`src/design/tcdm_pkg.sv`:
```
`default_nettype none

package tcdm_pkg;

  // channel count; channel i always maps onto bank i
  localparam int NCHAN   = 2;

  // word address inside one bank, 64 words deep
  localparam int ADDR_W  = 6;

  localparam int DATA_W  = 32;            // data word width
  localparam int BE_W    = DATA_W / 8;    // one enable per byte lane

  // stall limit and stall counter width
  localparam int STALL_W = 8;

  typedef logic [DATA_W-1:0]  word_t;     // one data word
  typedef logic [ADDR_W-1:0]  addr_t;     // word address within a bank
  typedef logic [BE_W-1:0]    be_t;       // byte-enable vector
  typedef logic [STALL_W-1:0] stall_t;    // stall count / limit

  // side that owns a channel in a given cycle
  // high is the default priority side, swap_prio_i exchanges the roles
  typedef enum logic {
    SIDE_HIGH = 1'b0,
    SIDE_LOW  = 1'b1
  } side_e;

endpackage

`default_nettype wire

```
`src/design/tcdm_arbiter.sv`:
```
`timescale 1ns/100ps
`default_nettype none

module tcdm_arbiter (
  input  logic                                    clk_i,
  input  logic                                    rst_ni,
  input  logic                                    clear_i,
  input  logic                                    swap_prio_i,   // low side takes priority
  input  tcdm_pkg::stall_t                        stall_limit_i, // 0 disables the override

  // high side requests
  input  logic            [tcdm_pkg::NCHAN-1:0]   high_req,
  input  tcdm_pkg::addr_t [tcdm_pkg::NCHAN-1:0]   high_addr,
  input  logic            [tcdm_pkg::NCHAN-1:0]   high_wen,      // 1 = read
  input  tcdm_pkg::be_t   [tcdm_pkg::NCHAN-1:0]   high_be,
  input  tcdm_pkg::word_t [tcdm_pkg::NCHAN-1:0]   high_wdata,
  output logic            [tcdm_pkg::NCHAN-1:0]   high_gnt,

  // low side requests
  input  logic            [tcdm_pkg::NCHAN-1:0]   low_req,
  input  tcdm_pkg::addr_t [tcdm_pkg::NCHAN-1:0]   low_addr,
  input  logic            [tcdm_pkg::NCHAN-1:0]   low_wen,
  input  tcdm_pkg::be_t   [tcdm_pkg::NCHAN-1:0]   low_be,
  input  tcdm_pkg::word_t [tcdm_pkg::NCHAN-1:0]   low_wdata,
  output logic            [tcdm_pkg::NCHAN-1:0]   low_gnt,

  // towards the banks
  output logic            [tcdm_pkg::NCHAN-1:0]   bank_req,
  output tcdm_pkg::addr_t [tcdm_pkg::NCHAN-1:0]   bank_addr,
  output logic            [tcdm_pkg::NCHAN-1:0]   bank_wen,
  output tcdm_pkg::be_t   [tcdm_pkg::NCHAN-1:0]   bank_be,
  output tcdm_pkg::word_t [tcdm_pkg::NCHAN-1:0]   bank_wdata,
  output tcdm_pkg::side_e [tcdm_pkg::NCHAN-1:0]   pass_side      // to the response router
);

  import tcdm_pkg::*;

  logic [NCHAN-1:0] prio_req;     // requests of whichever side holds priority now
  logic [NCHAN-1:0] np_req;       // requests of the other side
  logic             any_prio;     // global priority request, after stall override
  logic             any_np;       // global non-priority request
  logic             stall_hit;    // starved side has waited long enough
  logic [NCHAN-1:0] prio_pass;    // priority side wins channel i
  logic [NCHAN-1:0] high_sel;     // high side owns channel i
  stall_t           stall_cnt_q;

  // swap the roles of the two sides
  assign prio_req = swap_prio_i ? low_req  : high_req;
  assign np_req   = swap_prio_i ? high_req : low_req;

  // a zero limit turns the starvation override off
  assign stall_hit = (stall_limit_i != '0) && (stall_cnt_q >= stall_limit_i);

  assign any_prio = (|prio_req) & ~stall_hit;  // let the starved side through once
  assign any_np   = |np_req;

  // priority side passes only on channels it actually requests
  assign prio_pass = {NCHAN{any_prio}} & prio_req;

  // back to the physical side: with swap set, priority means low
  assign high_sel = prio_pass ^ {NCHAN{swap_prio_i}};

  // counts cycles where both sides want the memory and priority keeps winning
  always_ff @(posedge clk_i or negedge rst_ni)
  begin
    if (!rst_ni)
      stall_cnt_q <= '0;
    else if (clear_i)
      stall_cnt_q <= '0;
    else if (any_prio && any_np)
      stall_cnt_q <= stall_cnt_q + stall_t'(1);
    else
      stall_cnt_q <= '0;   // any gap restarts the count
  end

  // per-channel mux and grant
  always_comb
  begin
    for (int i = 0; i < NCHAN; i++)
    begin
      if (high_sel[i])
      begin
        bank_req[i]   = high_req[i];
        bank_addr[i]  = high_addr[i];
        bank_wen[i]   = high_wen[i];
        bank_be[i]    = high_be[i];
        bank_wdata[i] = high_wdata[i];
        pass_side[i]  = SIDE_HIGH;
        high_gnt[i]   = high_req[i];   // banks never refuse
        low_gnt[i]    = 1'b0;
      end
      else
      begin
        bank_req[i]   = low_req[i];
        bank_addr[i]  = low_addr[i];
        bank_wen[i]   = low_wen[i];
        bank_be[i]    = low_be[i];
        bank_wdata[i] = low_wdata[i];
        pass_side[i]  = SIDE_LOW;
        high_gnt[i]   = 1'b0;          // loser holds req and payload
        low_gnt[i]    = low_req[i];
      end
    end
  end

endmodule

`default_nettype wire

```
`src/design/tcdm_bank.sv`:
```
`timescale 1ns/100ps
`default_nettype none

module tcdm_bank (
  input  logic             clk_i,
  input  logic             rst_ni,
  input  logic             req,     // always accepted, no grant back
  input  tcdm_pkg::addr_t  addr,    // word address
  input  logic             wen,     // 1 = read, 0 = write
  input  tcdm_pkg::be_t    be,      // byte enables, writes only
  input  tcdm_pkg::word_t  wdata,
  output tcdm_pkg::word_t  rdata    // valid the cycle after a read
);

  import tcdm_pkg::*;

  localparam int DEPTH = 2 ** ADDR_W;

  word_t mem [DEPTH];   // storage array
  word_t rdata_q;       // registered read port
  logic  do_write;
  logic  do_read;

  assign do_write = req & ~wen;
  assign do_read  = req &  wen;

  // byte-lane writes, applied in the request cycle
  always_ff @(posedge clk_i)
  begin
    if (do_write)
    begin
      for (int b = 0; b < BE_W; b++)
      begin
        if (be[b])
          mem[addr][8*b +: 8] <= wdata[8*b +: 8];   // untouched lanes keep old data
      end
    end
  end

  // read register, holds its value until the next read
  always_ff @(posedge clk_i or negedge rst_ni)
  begin
    if (!rst_ni)
      rdata_q <= '0;
    else if (do_read)
      rdata_q <= mem[addr];
  end

  assign rdata = rdata_q;

endmodule

`default_nettype wire

```
`src/design/tcdm_resp_router.sv`:
```
`timescale 1ns/100ps
`default_nettype none

module tcdm_resp_router (
  input  logic                                    clk_i,
  input  logic                                    rst_ni,
  input  logic                                    clear_i,   // drops pending pulses

  // from the arbiter, sampled in the transfer cycle
  input  logic            [tcdm_pkg::NCHAN-1:0]   bank_req,
  input  tcdm_pkg::side_e [tcdm_pkg::NCHAN-1:0]   pass_side,

  // from the banks, one cycle after the transfer
  input  tcdm_pkg::word_t [tcdm_pkg::NCHAN-1:0]   bank_rdata,

  // responses, one set per side
  output logic            [tcdm_pkg::NCHAN-1:0]   high_r_valid,
  output logic            [tcdm_pkg::NCHAN-1:0]   low_r_valid,
  output tcdm_pkg::word_t [tcdm_pkg::NCHAN-1:0]   high_r_rdata,
  output tcdm_pkg::word_t [tcdm_pkg::NCHAN-1:0]   low_r_rdata
);

  import tcdm_pkg::*;

  logic  [NCHAN-1:0] pend_q;   // a transfer happened on channel i last cycle
  side_e [NCHAN-1:0] side_q;   // who owned channel i last cycle

  // every transfer, read or write, gets exactly one response pulse
  always_ff @(posedge clk_i or negedge rst_ni)
  begin
    if (!rst_ni)
    begin
      pend_q <= '0;
      side_q <= {NCHAN{SIDE_HIGH}};
    end
    else if (clear_i)
    begin
      pend_q <= '0;
      side_q <= side_q;
    end
    else
    begin
      pend_q <= bank_req;
      side_q <= pass_side;
    end
  end

  // steer the pulse to the recorded owner
  always_comb
  begin
    for (int i = 0; i < NCHAN; i++)
    begin
      high_r_valid[i] = pend_q[i] & (side_q[i] == SIDE_HIGH);
      low_r_valid[i]  = pend_q[i] & (side_q[i] == SIDE_LOW);
    end
  end

  // data goes to both sides; only the one with r_valid cares
  assign high_r_rdata = bank_rdata;
  assign low_r_rdata  = bank_rdata;

endmodule

`default_nettype wire

```
`src/design/tcdm_subsystem.sv`:
```
`timescale 1ns/100ps
`default_nettype none

module tcdm_subsystem (
  input  logic                                    clk_i,
  input  logic                                    rst_ni,
  input  logic                                    clear_i,
  input  logic                                    swap_prio_i,
  input  tcdm_pkg::stall_t                        stall_limit_i,

  // high side
  input  logic            [tcdm_pkg::NCHAN-1:0]   high_req,
  input  tcdm_pkg::addr_t [tcdm_pkg::NCHAN-1:0]   high_addr,
  input  logic            [tcdm_pkg::NCHAN-1:0]   high_wen,
  input  tcdm_pkg::be_t   [tcdm_pkg::NCHAN-1:0]   high_be,
  input  tcdm_pkg::word_t [tcdm_pkg::NCHAN-1:0]   high_wdata,
  output logic            [tcdm_pkg::NCHAN-1:0]   high_gnt,
  output logic            [tcdm_pkg::NCHAN-1:0]   high_r_valid,
  output tcdm_pkg::word_t [tcdm_pkg::NCHAN-1:0]   high_r_rdata,

  // low side
  input  logic            [tcdm_pkg::NCHAN-1:0]   low_req,
  input  tcdm_pkg::addr_t [tcdm_pkg::NCHAN-1:0]   low_addr,
  input  logic            [tcdm_pkg::NCHAN-1:0]   low_wen,
  input  tcdm_pkg::be_t   [tcdm_pkg::NCHAN-1:0]   low_be,
  input  tcdm_pkg::word_t [tcdm_pkg::NCHAN-1:0]   low_wdata,
  output logic            [tcdm_pkg::NCHAN-1:0]   low_gnt,
  output logic            [tcdm_pkg::NCHAN-1:0]   low_r_valid,
  output tcdm_pkg::word_t [tcdm_pkg::NCHAN-1:0]   low_r_rdata
);

  import tcdm_pkg::*;

  // arbiter to banks
  logic  [NCHAN-1:0] bank_req;
  addr_t [NCHAN-1:0] bank_addr;
  logic  [NCHAN-1:0] bank_wen;
  be_t   [NCHAN-1:0] bank_be;
  word_t [NCHAN-1:0] bank_wdata;
  side_e [NCHAN-1:0] pass_side;    // arbiter to router
  word_t [NCHAN-1:0] bank_rdata;   // banks to router

  tcdm_arbiter u_arbiter (
    .clk_i, .rst_ni, .clear_i, .swap_prio_i, .stall_limit_i,
    .high_req, .high_addr, .high_wen, .high_be, .high_wdata, .high_gnt,
    .low_req, .low_addr, .low_wen, .low_be, .low_wdata, .low_gnt,
    .bank_req, .bank_addr, .bank_wen, .bank_be, .bank_wdata, .pass_side
  );

  // one bank per channel and no address decoding across banks
  for (genvar i = 0; i < NCHAN; i++)
  begin : gen_bank
    tcdm_bank u_bank (
      .clk_i  (clk_i),
      .rst_ni (rst_ni),
      .req    (bank_req[i]),
      .addr   (bank_addr[i]),
      .wen    (bank_wen[i]),
      .be     (bank_be[i]),
      .wdata  (bank_wdata[i]),
      .rdata  (bank_rdata[i])
    );
  end

  tcdm_resp_router u_router (
    .clk_i, .rst_ni, .clear_i,
    .bank_req, .pass_side, .bank_rdata,
    .high_r_valid, .low_r_valid, .high_r_rdata, .low_r_rdata
  );

endmodule

`default_nettype wire

```
`config.mk`:
```
export PLATFORM = sky130hd
export DESIGN_NAME = tcdm_subsystem
export DESIGN_NICKNAME = d
export VERILOG_FILES = /design/src/design/tcdm_pkg.sv /design/src/design/tcdm_arbiter.sv /design/src/design/tcdm_bank.sv /design/src/design/tcdm_resp_router.sv /design/src/design/tcdm_subsystem.sv
export SDC_FILE = /design/constraint.sdc
export NUM_CORES = 2
export LEC_CHECK = 0
export BUFFER_PORTS_ARGS = -buffer_cell sky130_fd_sc_hd__buf_4
export CAP_MARGIN = 20
export CORE_MARGIN = 3
export CORE_UTILIZATION = 50
export CTS_BUF_LIST = sky130_fd_sc_hd__clkbuf_16
export DETAILED_ROUTE_END_ITERATION = 12
export PLACE_DENSITY_LB_ADDON = 0.05
export SYNTH_ARGS = -nofsm -noshare
export SYNTH_HDL_FRONTEND = slang
export SYNTH_SLANG_ARGS = --single-unit
export TNS_END_PERCENT = 10
```
`constraint.sdc`:
```
create_clock -name clk_i -period 5.34 [get_ports clk_i]
set_input_delay 0.801 -clock clk_i [delete_from_list [all_inputs] [get_ports clk_i]]
set_output_delay 0.801 -clock clk_i [all_outputs]
set_load 0.005 [all_outputs]
```
### After elaboration in Yosys (flattened, before gate mapping)

Memories as Yosys holds them, arrays and structs flattened. A register that Yosys moved wholly into a read port is not among the register bits.
Cells that the tools add are included.

| cells by class | value |
|---|---|
| reductions and logical operators | 7 |
| add/sub/neg operators | 1 |
| bitwise operators | 16 |
| muxes and demuxes | 45 |
| $lt $le $gt $ge | 1 |

Operators with widths:

| kind | count |
|---|---|
| $mux 32 | 2 |
| $mux 1 | 34 |
| $mux 8 | 2 |
| $mux 6 | 2 |
| $and 1x1->1 | 9 |
| $add 8x1->8 const B | 1 |
| $ge 8x8->1 | 1 |
| $mux 4 | 2 |
| $reduce_bool 8->1 | 1 |
| $mux 2 | 3 |
| $not 1->1 | 5 |
| $reduce_or 2->1 | 2 |
| $and 2x2->2 | 1 |
| $logic_and 1x1->1 | 2 |
| $logic_not 1->1 | 2 |
| $xor 2x2->2 | 1 |

| word-level totals | value |
|---|---|
| input port bits | 188 |
| output and inout bits | 136 |
| bits in writable memories | 4,096 |
| register bits | 12 |
| logic and storage cells | 76 |
| memories | 2 |

Memories:

| memory | depth | width | read ports | clocked after Yosys merged registers in | wr ports | RTL line | source |
|---|---|---|---|---|---|---|---|
| gen_bank[0].u_bank.mem | 64 | 32 | 1 | 1 | 1 | tcdm_bank.sv:19 | `word_t mem [DEPTH];` |
| gen_bank[1].u_bank.mem | 64 | 32 | 1 | 1 | 1 | tcdm_bank.sv:19 |  |

### Logic depth before layout (Yosys ltp)

| logic depth | value |
|---|---|
| depth after elaboration | 11 |
| mapped depth | 18 |
| gate-level depth less buffers | 13 |

### Modules after synthesis

A second synthesis with hierarchy kept.

| second synthesis, totals | value |
|---|---|
| cell total of the unflattened synthesis | 9,690 |
| area, all modules | 167,075.2 sq um |

By module, submodules not included:

| module | instances | cells each | area each (sq um) | sequential area each (sq um) |
|---|---|---|---|---|
| tcdm_bank | 2 | 4,420 | 80,566.0 | 62,299.8 |
| tcdm_arbiter | 1 | 710 | 4,817.1 | 200.2 |
| tcdm_resp_router | 1 | 140 | 1,126.1 | 100.1 |

### Worst setup path after synthesis

No wires, ideal clock.

| path | value |
|---|---|
| kind | input to register |
| from | in stall_limit_i[5] |
| to | mem gen_bank[1].u_bank.mem[0][10] (netlist name), data pin |
| setup slack | 806 ps |
| arrival | 4,179 ps |
| setup time | 356 ps |
| stages | 14 |
| path buffers | 5 |
| path through | inv_1 -> ha_1 -> a211oi_1 -> o21bai_1 -> and2_4 -> or3_1 -> nand2_1 -> buf_6 -> buf_2 -> buf_2 -> clkbuf_1 -> buf_1 -> nand2_1 -> nand2_1 |

RTL lines:

| item | RTL line | source |
|---|---|---|
| start: declaration | tcdm_subsystem.sv:9 | `input tcdm_pkg::stall_t stall_limit_i,` |
| end: declaration | tcdm_bank.sv:19 |  |

### Final worst setup path

| path | value |
|---|---|
| from | reg u_arbiter.stall_cnt_q[5] |
| to | reg gen_bank[0].u_bank.rdata_q[8] (read register of gen_bank[0].u_bank.mem) |

| on the way | value |
|---|---|
| word-level cells in the longest chain between the ends | 8 |
| elaborated cells between the ends (all ways) | 10 |
| those cells by class | order compare (1); mux (3); bitwise (5); reduce/logical (1) |

RTL lines:

| item | RTL line | source |
|---|---|---|
| start: declaration | tcdm_arbiter.sv:45 | `stall_t stall_cnt_q;` |
| start signal: assignment | tcdm_arbiter.sv:71 | `stall_cnt_q <= stall_cnt_q + stall_t'(1);` |
| $ge 8x8->1 * | tcdm_arbiter.sv:52 | `assign stall_hit = (stall_limit_i != '0) && (stall_cnt_q >= stall_limit_i);` |
| $logic_and 1x1->1 * | tcdm_arbiter.sv:52 |  |
| $not 1->1 * | tcdm_arbiter.sv:54 | `assign any_prio = (\|prio_req) & ~stall_hit;` |
| $and 1x1->1 * | tcdm_arbiter.sv:54 |  |
| $and 2x2->2 * | tcdm_arbiter.sv:58 | `assign prio_pass = {NCHAN{any_prio}} & prio_req;` |
| $xor 2x2->2 * | tcdm_arbiter.sv:61 | `assign high_sel = prio_pass ^ {NCHAN{swap_prio_i}};` |
| $mux 1 | tcdm_arbiter.sv:81 | `if (high_sel[i])` |
| $and 1x1->1 | tcdm_bank.sv:25 | `assign do_read = req & wen;` |
| end: declaration | tcdm_bank.sv:20 | `word_t rdata_q;` |

Mark *: on every way between the ends. The rest lies on a longest branch, timed or not.
A chain may end at the register's enable or synchronous reset.

==> results.md <==
- Final ANT Viol Nets: 0
- Worst r2r src: u_arbiter.stall_cnt_q[5]
- Share of layout cells above drive strength 1: 22.2%
- Setup CP Type: reg2reg
- Commonest non-fill, non-tap cell in the layout: edfxtp_1
- Gr busiest metal: met2
- Pwr dens: 387 nW/um^2
- Routability cong.: 0.868
- Dominant synthesized flop cell: edfxtp_1
- Vias/cell: 6.41
- Clock Tree Root: clkbuf_16
- Worst Reg2Reg Path Length in Cells: 15
- Max Cap Violations: 0
- Clock Path Buffers: 4
- Post-DP HPWL: 317000 um
- Top Ports: 324
- Post-synthesis register bit count: 4172
- Die X: 566 um
- Max Clk Rate: 0.197 GHz
- Finished Cell Area: 187000 um^2
- Met2 Track Usage GR: 49.7%
- Gr usage total: 30.4%
- Top cells by area, synth: edfxtp_1, a22oi_1, a221oi_1
- Netlist cell types: 82
- WL final: 494000 um
- Initial DRC Count: 11800
- DP Worst Slack: -0.396 ns
- Final setup skew: 0.0360 ns
- Largest net degree at the start of global routing: 69
- Average wire per standard cell: 33.0 um
- Worst slew pin tran: 1.16 ns
- Critical path capture point: gen_bank[0].u_bank.rdata[8]
- Initial antenna violation count: 11
- Vias in the first global route: 94300
- H-tree Lvls: 5
- Mapped cell area: 157000 um^2
- Synth async-reset ratio: 1.82%
- Status: completed
- Design Power: 72400 uW
- Area growth, synth to finish: 19.6%
- Seq/Total Area, Yosys: 79.8%
- Flop2flop setup slack: 0.27 ns
- Peak supply drop: 0.332 mV
- Post-route setup slack: 0.267 ns
- Clock-pin transition on the worst setup and hold timing paths: 0.06 ns
- Setup-failing EPs final: 0
- Setup tns final: 0 ns
- Avg Inst Size Synth: 17.1 um^2
- Post-synth EDFFs: 4096
- Met3 Resource Use GR: 4.20%
- Die area: 320000 um^2
- Net count, final: 10700
- Met1 Track Usage GR: 41.2%
- Remaining design rule violation count: 0
- CTS tree: yes
- Clock Latency Late Sink: 0.97 ns
- FP Rows: 204
- Core box area: 310000 um^2
- Yosys warning total: 0
- Syn_nets: 9334
- Worst Setup End Kind: flip-flop
- Die Span Y: 566 um
- GRT Residual Overflow: 0
- Placed instance area: 173000 um^2
- Synth Instances: 9137
- Minimum clock period: 5.07 ns
- Slew Limit Fails: 0
- Crit. Startpoint: u_arbiter.stall_cnt_q[5]
- RSZ-0062 raised after global routing: false
- First-pass GRT wire length: 702000 um
- Element type at the critical path start: flip-flop
- Endpoints failing hold: 0
- Worst hold path depth: 2
- Period utilization: 95.0%
- DR pass1 iterations: 9
- Leak: 0.0614 uW
- Total CTS buffers: 424
- Max_slew headroom: 22.5%
- Port bufs: 323
- Worst path required time: 6.14 ns
- Worst Path Arrival: 5.88 ns
- FF-to-FF End: gen_bank[0].u_bank.rdata[8]
- Initial Util: 50.5%
- CP max FO: 31
- Total number of vias: 96000
- Most frequent cells in the layout: edfxtp_1, buf_4, a22oi_1, nor2_1, a31oi_1
- Yosys top cell by area: edfxtp_1
- Yosys top cell area share: 78.6%
- Hold crit path type: in2reg
- Clock Sinks: 4172
==> power breakdown <==
part	internal, uW	switching, uW	leakage [uW]	total (uW)
logic	1890	3860	0.0164	5750
clock network	17200	12500	0.00715	29700
registers	36600	333	0.0378	37000
==> cell type report <==
cell class	instances	area [um^2]
clock buffer	427	10700
fill	22900	123000
tap	4120	5150
timing repair buffer	1608	14100
antenna	6	15.0
inverter	18	67.6
sequential	4172	125000
multi-input combinational	4266	29000
clock inverter	366	3320
==> per-stage QoR <==
step	cells	hold slack (ns)	util, %
global placement	14200	0.506	55.8
finish	15000	0.153	60.4
detailed placement	14200	0.524	55.9
CTS	15000	0.0916	60.4
floorplan	9137	0.485	-
global route	15000	0.119	60.4
==> critical path: stages, from the launching register on <==
cell      delay [ns]
dfrtp_1         0.42
ha_1            0.31
and4_1          0.27
a21boi_0        0.28
nand3_1         0.40
and3_1          0.44
buf_4           0.19
o21ai_0         0.18
buf_4           0.16
nand2_4         0.26
buf_12          0.30
buf_4           0.18
a221oi_1        0.33
a31oi_1         0.27
nor4_1          0.73
a31oi_1         0.16
==> cell usage after synthesis (7+ instances only) <==
master	n
edfxtp_1	4096
a22oi_1	993
nor2_1	695
a31oi_1	434
nand2_1	383
a221oi_1	339
a22o_1	304
clkbuf_1	268
buf_2	245
mux2i_1	155
a21oi_1	151
a222oi_1	128
nand3_1	89
buf_1	86
nor3_1	81
buf_4	79
dfrtp_1	76
nor4_1	76
mux2_2	54
o21ai_0	49
a41oi_1	32
nor2b_1	21
inv_1	17
a211oi_1	16
and3_1	16
and2_1	14
a2111oi_0	12
o211ai_1	11
o22ai_1	11
o31ai_1	11
nand4_1	10
a21boi_0	9
ha_1	9
nand3b_1	9
o21a_1	9
o221ai_1	9
a21o_1	7
mux2_4	7
o2111ai_1	7
==> worst min-delay path by stage <==
stage	from	endpoint
after floorplan	u_arbiter.stall_cnt_q[0]	u_arbiter.stall_cnt_q[0]
after global placement	u_router.side_q[1]	u_router.side_q[1]
after detailed placement	u_arbiter.stall_cnt_q[0]	u_arbiter.stall_cnt_q[0]
after CTS	clear_i	u_router.side_q[0]
after global routing	clear_i	u_router.side_q[0]
final	clear_i	u_router.side_q[0]
==> cells by family (layout without fill, tap and decap cells) <==
family | count (synthesis) | in the layout | synth area share [%]
DFF | 4172 | 4172 | 79.8
AOI/OAI and AO/OA | 2603 | 2603 | 12.7
xor gates and xnor gates | 6 | 6 | 0.0336
adders and majority gates | 9 | 9 | 0.0719
and+or+nand+nor | 1431 | 1431 | 3.91
other | 0 | 6 | 0
muxes | 217 | 217 | 1.45
buffers and inverters | 699 | 2419 | 2.08
==> registers in the layout, indices dropped and copies added, names as in the netlist <==
| register | count |
|---|---|
| gen_bank.u_bank.rdata | 64 |
| u_router.pend_q | 2 |
| u_arbiter.stall_cnt_q | 8 |
| gen_bank.u_bank.mem | 4096 |
| u_router.side_q | 2 |
==> what timing repair did <==
action	CTS	global route
endpoints found under the setup margin	0	3
hold buffers	1	0
gates resized for setup	0	1
setup buffers	0	0
endpoints found under the hold margin	44	0
==> per-layer routing <==
layer | vias up | share of wire (%)
li1 | 40500 | -
met5 | - | 0.0026
met2 | 5046 | 48
met3 | 1011 | 7.9
met4 | 2 | 5.0
met1 | 49400 | 39
(Power assumes the default switching activity.)
